**src/mont_params_pkg.sv**
```systemverilog
// =========================================================================
// Constants hold for the single modulus P = 65521 only. P and FACTOR must
// change together. Inputs are expected in Montgomery form, below P
// =========================================================================

package mont_params_pkg;

  // Operand and result width
  localparam int DAT_BITS = 16;

  // Radix R = 2^REDUCE_BITS, two bits above DAT_BITS so u stays below 2P
  localparam int REDUCE_BITS = DAT_BITS + 2;

  // Tag carried alongside each operand pair
  localparam int CTL_BITS = 8;

  // The odd modulus, 2^16 - 15
  localparam logic [DAT_BITS-1:0] P = 16'hfff1;

  // -P^-1 mod 2^18, so that P * FACTOR == -1 mod R
  localparam logic [REDUCE_BITS-1:0] FACTOR = 18'h3eeef;

  // Low bits of T that feed the quotient multiply
  localparam int MASK_BITS = REDUCE_BITS;

endpackage

```
**src/mont_stream_pkg.sv**
```systemverilog
// =========================================================================
// Payload types passed between the four multiplier stages. Widths follow
// the constants of the modulus package
// =========================================================================

package mont_stream_pkg;

  import mont_params_pkg::*;

  // Operand pair at the input port, both below P
  typedef struct packed {
    logic [CTL_BITS-1:0] ctl;
    logic [DAT_BITS-1:0] a;
    logic [DAT_BITS-1:0] b;
  } mont_in_t;

  // Full product T = a * b
  typedef struct packed {
    logic [CTL_BITS-1:0]   ctl;
    logic [2*DAT_BITS-1:0] t;
  } mont_prod_t;

  // T plus the quotient m = T * FACTOR mod R
  typedef struct packed {
    logic [CTL_BITS-1:0]    ctl;
    logic [2*DAT_BITS-1:0]  t;
    logic [REDUCE_BITS-1:0] m;
  } mont_quot_t;

  // (T + m * P) / R, one bit wider than P since it may reach 2P - 1
  typedef struct packed {
    logic [CTL_BITS-1:0] ctl;
    logic [DAT_BITS:0]   u;
  } mont_red_t;

  // Fully reduced result
  typedef struct packed {
    logic [CTL_BITS-1:0] ctl;
    logic [DAT_BITS-1:0] r;
  } mont_out_t;

endpackage
```
**src/mont_final_sub_stage.sv**
```systemverilog
// =========================================================================
// One conditional subtract of P. Relies on u < 2P from the reduce stage,
// so the output is always below P
// =========================================================================

`timescale 1ns/10ps

module mont_final_sub_stage
  import mont_params_pkg::*;
  import mont_stream_pkg::*;
(
  input  logic      i_clk,
  input  logic      i_rst,
  input  mont_red_t i_red,
  input  logic      i_val,
  output logic      o_rdy,
  output mont_out_t o_out,
  output logic      o_val,
  input  logic      i_rdy
);

  logic [DAT_BITS:0]   diff;
  logic [DAT_BITS-1:0] r_nxt;

  always_comb begin
    diff = i_red.u - {1'b0, P};
    // Top bit of diff is the borrow, set only when u < P
    r_nxt = diff[DAT_BITS] ? i_red.u[DAT_BITS-1:0] : diff[DAT_BITS-1:0];
  end

  assign o_rdy = ~o_val | i_rdy;

  always_ff @(posedge i_clk) begin
    if (i_rst) begin
      o_val <= 1'b0;
    end else if (o_rdy) begin
      o_val <= i_val;
    end
  end

  always_ff @(posedge i_clk) begin
    if (o_rdy && i_val) begin
      o_out.ctl <= i_red.ctl;
      o_out.r   <= r_nxt;
    end
  end

endmodule

```
**src/mont_mult_top.sv**
```systemverilog
// =========================================================================
// Montgomery multiplier for P = 65521, R = 2^18. Returns a*b*R^-1 mod P.
// Four stage valid/ready pipeline, results in input order with tag kept
// =========================================================================

`timescale 1ns/10ps

module mont_mult_top
  import mont_stream_pkg::*;
(
  input  logic      i_clk,
  input  logic      i_rst,
  input  mont_in_t  i_in,
  input  logic      i_in_val,
  output logic      o_in_rdy,
  output mont_out_t o_out,
  output logic      o_out_val,
  input  logic      i_out_rdy
);

  // Product to quotient link
  mont_prod_t prod;
  logic       prod_val;
  logic       prod_rdy;

  // Quotient to reduce link
  mont_quot_t quot;
  logic       quot_val;
  logic       quot_rdy;

  // Reduce to final subtract link
  mont_red_t  red;
  logic       red_val;
  logic       red_rdy;

  mont_product_stage u_product (
    .i_clk  (i_clk),
    .i_rst  (i_rst),
    .i_in   (i_in),
    .i_val  (i_in_val),
    .o_rdy  (o_in_rdy),
    .o_prod (prod),
    .o_val  (prod_val),
    .i_rdy  (prod_rdy)
  );

  mont_quotient_stage u_quotient (
    .i_clk  (i_clk),
    .i_rst  (i_rst),
    .i_prod (prod),
    .i_val  (prod_val),
    .o_rdy  (prod_rdy),
    .o_quot (quot),
    .o_val  (quot_val),
    .i_rdy  (quot_rdy)
  );

  mont_reduce_stage u_reduce (
    .i_clk  (i_clk),
    .i_rst  (i_rst),
    .i_quot (quot),
    .i_val  (quot_val),
    .o_rdy  (quot_rdy),
    .o_red  (red),
    .o_val  (red_val),
    .i_rdy  (red_rdy)
  );

  // Last slot drives the output port directly
  mont_final_sub_stage u_final_sub (
    .i_clk  (i_clk),
    .i_rst  (i_rst),
    .i_red  (red),
    .i_val  (red_val),
    .o_rdy  (red_rdy),
    .o_out  (o_out),
    .o_val  (o_out_val),
    .i_rdy  (i_out_rdy)
  );

endmodule

```
**src/mont_product_stage.sv**
```systemverilog
// =========================================================================
// Input slot of the pipeline. Holds one item. Ready is combinational from
// the downstream ready
// =========================================================================

`timescale 1ns/10ps

module mont_product_stage
  import mont_params_pkg::*;
  import mont_stream_pkg::*;
(
  input  logic       i_clk,
  input  logic       i_rst,
  input  mont_in_t   i_in,
  input  logic       i_val,
  output logic       o_rdy,
  output mont_prod_t o_prod,
  output logic       o_val,
  input  logic       i_rdy
);

  logic [2*DAT_BITS-1:0] t_nxt;

  // 16 x 16 full product
  always_comb begin
    t_nxt = i_in.a * i_in.b;
  end

  // Slot free, or its item leaves this cycle
  assign o_rdy = ~o_val | i_rdy;

  always_ff @(posedge i_clk) begin
    if (i_rst) begin
      o_val <= 1'b0;
    end else if (o_rdy) begin
      o_val <= i_val;
    end
  end

  // Payload only loads on a real transfer
  always_ff @(posedge i_clk) begin
    if (o_rdy && i_val) begin
      o_prod.ctl <= i_in.ctl;
      o_prod.t   <= t_nxt;
    end
  end

endmodule

```
**src/mont_quotient_stage.sv**
```systemverilog
// =========================================================================
// Montgomery quotient m = (T mod R) * FACTOR mod R. T passes through
// unchanged for the reduce stage
// =========================================================================

`timescale 1ns/10ps

module mont_quotient_stage
  import mont_params_pkg::*;
  import mont_stream_pkg::*;
(
  input  logic       i_clk,
  input  logic       i_rst,
  input  mont_prod_t i_prod,
  input  logic       i_val,
  output logic       o_rdy,
  output mont_quot_t o_quot,
  output logic       o_val,
  input  logic       i_rdy
);

  logic [REDUCE_BITS-1:0] m_nxt;

  // Only the low radix bits matter, product truncated to 18 bits
  always_comb begin
    m_nxt = i_prod.t[MASK_BITS-1:0] * FACTOR;
  end

  assign o_rdy = ~o_val | i_rdy;

  always_ff @(posedge i_clk) begin
    if (i_rst) begin
      o_val <= 1'b0;
    end else if (o_rdy) begin
      o_val <= i_val;
    end
  end

  always_ff @(posedge i_clk) begin
    if (o_rdy && i_val) begin
      o_quot.ctl <= i_prod.ctl;
      o_quot.t   <= i_prod.t;
      o_quot.m   <= m_nxt;
    end
  end

endmodule

```
**src/mont_reduce_stage.sv**
```systemverilog
// =========================================================================
// Forms T + m * P, whose low 18 bits are zero, and keeps the quotient by R.
// The result u is below 2P when T < P^2
// =========================================================================

`timescale 1ns/10ps

module mont_reduce_stage
  import mont_params_pkg::*;
  import mont_stream_pkg::*;
(
  input  logic       i_clk,
  input  logic       i_rst,
  input  mont_quot_t i_quot,
  input  logic       i_val,
  output logic       o_rdy,
  output mont_red_t  o_red,
  output logic       o_val,
  input  logic       i_rdy
);

  // m * P fits in 34 bits, the sum needs one more
  logic [REDUCE_BITS+DAT_BITS-1:0] mp;
  logic [REDUCE_BITS+DAT_BITS:0]   sum;
  logic [DAT_BITS:0]               u_nxt;

  always_comb begin
    mp    = i_quot.m * P;
    sum   = i_quot.t + mp;
    // Division by R is a plain shift here
    u_nxt = sum[REDUCE_BITS +: DAT_BITS+1];
  end

  assign o_rdy = ~o_val | i_rdy;

  always_ff @(posedge i_clk) begin
    if (i_rst) begin
      o_val <= 1'b0;
    end else if (o_rdy) begin
      o_val <= i_val;
    end
  end

  always_ff @(posedge i_clk) begin
    if (o_rdy && i_val) begin
      o_red.ctl <= i_quot.ctl;
      o_red.u   <= u_nxt;
    end
  end

endmodule

```
**config.mk**
```make
export PLATFORM = sky130hd
export DESIGN_NAME = mont_mult_top
export DESIGN_NICKNAME = d
export VERILOG_FILES = /design/src/mont_params_pkg.sv /design/src/mont_stream_pkg.sv /design/src/mont_final_sub_stage.sv /design/src/mont_mult_top.sv /design/src/mont_product_stage.sv /design/src/mont_quotient_stage.sv /design/src/mont_reduce_stage.sv
export SDC_FILE = /design/constraint.sdc
export NUM_CORES = 1
export LEC_CHECK = 0
export BUFFER_PORTS_ARGS = -buffer_cell sky130_fd_sc_hd__buf_2
export CORE_MARGIN = 4
export CORE_UTILIZATION = 35
export DETAILED_ROUTE_END_ITERATION = 10
export SETUP_SLACK_MARGIN = 0.02
export SKIP_CTS_REPAIR_TIMING = 1
export SLEW_MARGIN = 0
export SYNTH_ARGS = -nofsm -noshare
export SYNTH_HDL_FRONTEND = slang
export SYNTH_HIERARCHICAL = 1
export SYNTH_SLANG_ARGS = --single-unit
```
**constraint.sdc**
```tcl
create_clock -name i_clk -period 12.2 [get_ports i_clk]
set_input_delay 2.44 -clock i_clk [delete_from_list [all_inputs] [get_ports i_clk]]
set_output_delay 2.44 -clock i_clk [all_outputs]
set_load 0.02 [all_outputs]
```
==> impl_metrics.py <==
metrics = {
    "run_status": {
        "status": "complete, no violations",
    },
    "sta": {
        "period_needed_ns": 7.78,
        "setup_viol": 0,
        "final_max_slew_viol_count": 0,
        "max_freq_ghz": 0.129,
        "min_period_over_period_pct": 63.8,
        "finalSetupTns_ns": 0,
        "relSlewSlack_pct": 25.1,
        "finalClockSkew_ns": 0.00978,
        "whs_ns": 0.417,
        "worst_slew_pin_slew_ns": 1.12,
        "hold_viol": 0,
        "rsz0062_at_grt": "no",
    },
    "logic_synthesis": {
        "synthTopCellsByArea": "fa_1 35%, edfxtp_1 18%, ha_1 15%",
        "synth_nets": 3058,
        "synth.most_common_cell": "inv_1",
        "yosys-top-cells-count": "627 x inv_1, 417 x fa_1, 290 x ha_1, 180 x nand2_1, 146 x edfxtp_1",
        "async_flop_share_pct": 0,
        "synthMuxAreaShare_pct": 0.299,
        "avgSynthCellArea_um2": 10.3,
        "ys_seq_elements": 150,
        "syn-cell-area_mm2": 0.0238,
        "synth_compound_area_share_pct": 6.81,
        "synth_warnings": 6,
        "synth_ff_type": "edfxtp_1",
        "ys_types": 83,
        "yosys.area_share.simple_pct": 9.58,
        "synth_top_family_by_area": "adder cells",
        "synthCells": 2307,
        "yosysTopAreaCell": "fa_1",
        "synthAdderAreaFrac_pct": 50.3,
        "synth-edff-count": 146,
        "synth_xor_area_share_pct": 3.38,
        "yosysTopAreaCellShare_pct": 35.0,
        "yosysSeqAreaShare_pct": 18.7,
    },
    "grt": {
        "grt_pass1_wl_um": 85400,
        "antenna_found_initial": 2,
        "grt_overflow": 0,
        "grt_pass1_vias": 16800,
        "grt_use_total_pct": 14.7,
        "grt_max_degree": 58,
    },
    "floorplan": {
        "die_h_um": 269,
        "rows": 95,
        "die_w_um": 269,
        "io_pins": 70,
        "start_util_pct": 35.4,
        "die_area_mm2": 0.0723,
        "core_region_area_mm2": 0.0673,
    },
    "placed_design": {
        "placedCellCount": 3198,
        "io_buffers": 69,
        "routabilityCongestion": 0.897,
        "post_dp_cell_area_mm2": 0.0250,
        "place_hpwl_um": 43000,
    },
    "clocking": {
        "cts_tree": "yes",
        "cts_root_buffer": "clkbuf_16",
        "path_clk_slew_ns": 0.07,
        "clock_path_buffers": 2,
        "numCtsBuffers": 17,
        "cts.sinks": 150,
        "htree_num_levels": 4,
        "clk_latency_ns": 0.44,
    },
    "worst_setup_path": {
        "cp.arrival_ns": 7.97,
        "r2r_cells": 17,
        "critPathLaunchType": "input port",
        "crit_required_ns": 12.39,
        "end_kind": "flip-flop",
        "path_max_fanout": 16,
        "worstSetupPathType": "input port to flip-flop",
    },
    "route": {
        "drt_wl_total_um": 50300,
        "drcViolationCount": 0,
        "ant_nets": 0,
        "viasPerCell": 4.68,
        "drt-pass1-iter-count": 5,
        "wl_per_cell_um": 15.6,
        "vias": 15100,
        "drt_iter0_drc": 878,
    },
    "worst_hold_path": {
        "min_path_cells": 0,
        "min_path_type": "flip-flop to flip-flop",
    },
    "job": {
        "cap_violations": 0,
    },
    "layout": {
        "area_growth_syn_to_layout_pct": 7.57,
        "design_area_mm2": 0.0256,
        "final_cells": 3230,
        "n_antenna_cell": 0,
        "nets": 3095,
        "layout-drive-gt1-share_pct": 5.69,
        "nFillCells": 6614,
    },
}
metrics by stage:
step,worst slack (ns),utilization (%)
3_5_place_dp,3.94,37.2
3_3_place_gp,4.02,37.2
2_1_floorplan,4.35,-
6_report,4.42,38.1
5_1_grt,4.05,38.1
4_1_cts,4.43,38.1
cell families after synthesis:
| kind of cell | count (synthesis) |
|---|---|
| fa+ha+maj | 707 |
| buf+inv | 679 |
| simple gates | 442 |
| compound gates | 230 |
| flops | 150 |
| xor+xnor | 92 |
| mux | 7 |
final timing paths:
check	start	endpoint	slack (ns)
worst max register to register	u_quotient/o_quot[3]	u_reduce/o_red[16]	6.14
worst min register to register	u_quotient/o_quot[53]	u_reduce/o_red[20]	0.42
worst max-delay path	i_in[29]	u_product/o_prod[29]	4.42
worst min-delay path	u_quotient/o_quot[53]	u_reduce/o_red[20]	0.42
placed cells by master (no fill, tap or decap), types with 13 or more instances in the layout:
cell / instances
ha_1: 290
nor3_1: 15
edfxtp_1: 146
inv_1: 627
o21ai_0: 32
nor2_1: 39
a211oi_1: 17
o211ai_1: 13
buf_2: 69
nand2_1: 180
a21o_1: 27
clkbuf_16: 17
xnor2_1: 57
nand4_1: 16
a21oi_1: 60
and2_1: 128
xor2_1: 35
fa_1: 417
flip-flops by register name, indices dropped and copies added (netlist names):
name	cells
u_quotient/o_quot	57
u_product/o_prod	40
u_reduce/o_red	25
u_final_sub/o_val	1
u_reduce/o_val	1
u_final_sub/o_out	24
u_quotient/o_val	1
u_product/o_val	1
layout make-up:
| type | instances | area, um2 | share of cell area (%) |
|---|---|---|---|
| Clock inverter | 15 | 176 | 0.688 |
| Multi-Input combinational cell | 1478 | 16800 | 65.4 |
| Inverter | 627 | 2350 | 9.18 |
| Tap cell | 873 | 1090 | 4.26 |
| Sequential cell | 150 | 4460 | 17.4 |
| Timing Repair Buffer | 70 | 353 | 1.38 |
| Clock buffer | 17 | 425 | 1.66 |
per-layer routing:
layer  wire length, um  up-vias  GRT usage, %
met4              1020        0          3.97
met1             23500     7519          20.1
met5                 0        -             0
met3              1860       65          2.00
met2             23900      295          24.6
li1                  -     7248             -
worst max-delay path, cell delays in order:
cell and delay (ns):
buf_2 0.22, and2_1 0.22, fa_1 0.53, inv_1 0.06, fa_1 0.53, inv_1 0.06
fa_1 0.55, fa_1 0.45, fa_1 0.55, inv_1 0.06, fa_1 0.53, inv_1 0.04
ha_1 0.40, a21o_1 0.24, a31oi_4 0.21, nor3_1 0.08, a311o_1 0.36, o41ai_2 0.31
xnor2_1 0.10
Power is left out: the tool's default activity adds up to more than one toggle a clock period on the data nets, which glitch-free logic cannot reach.
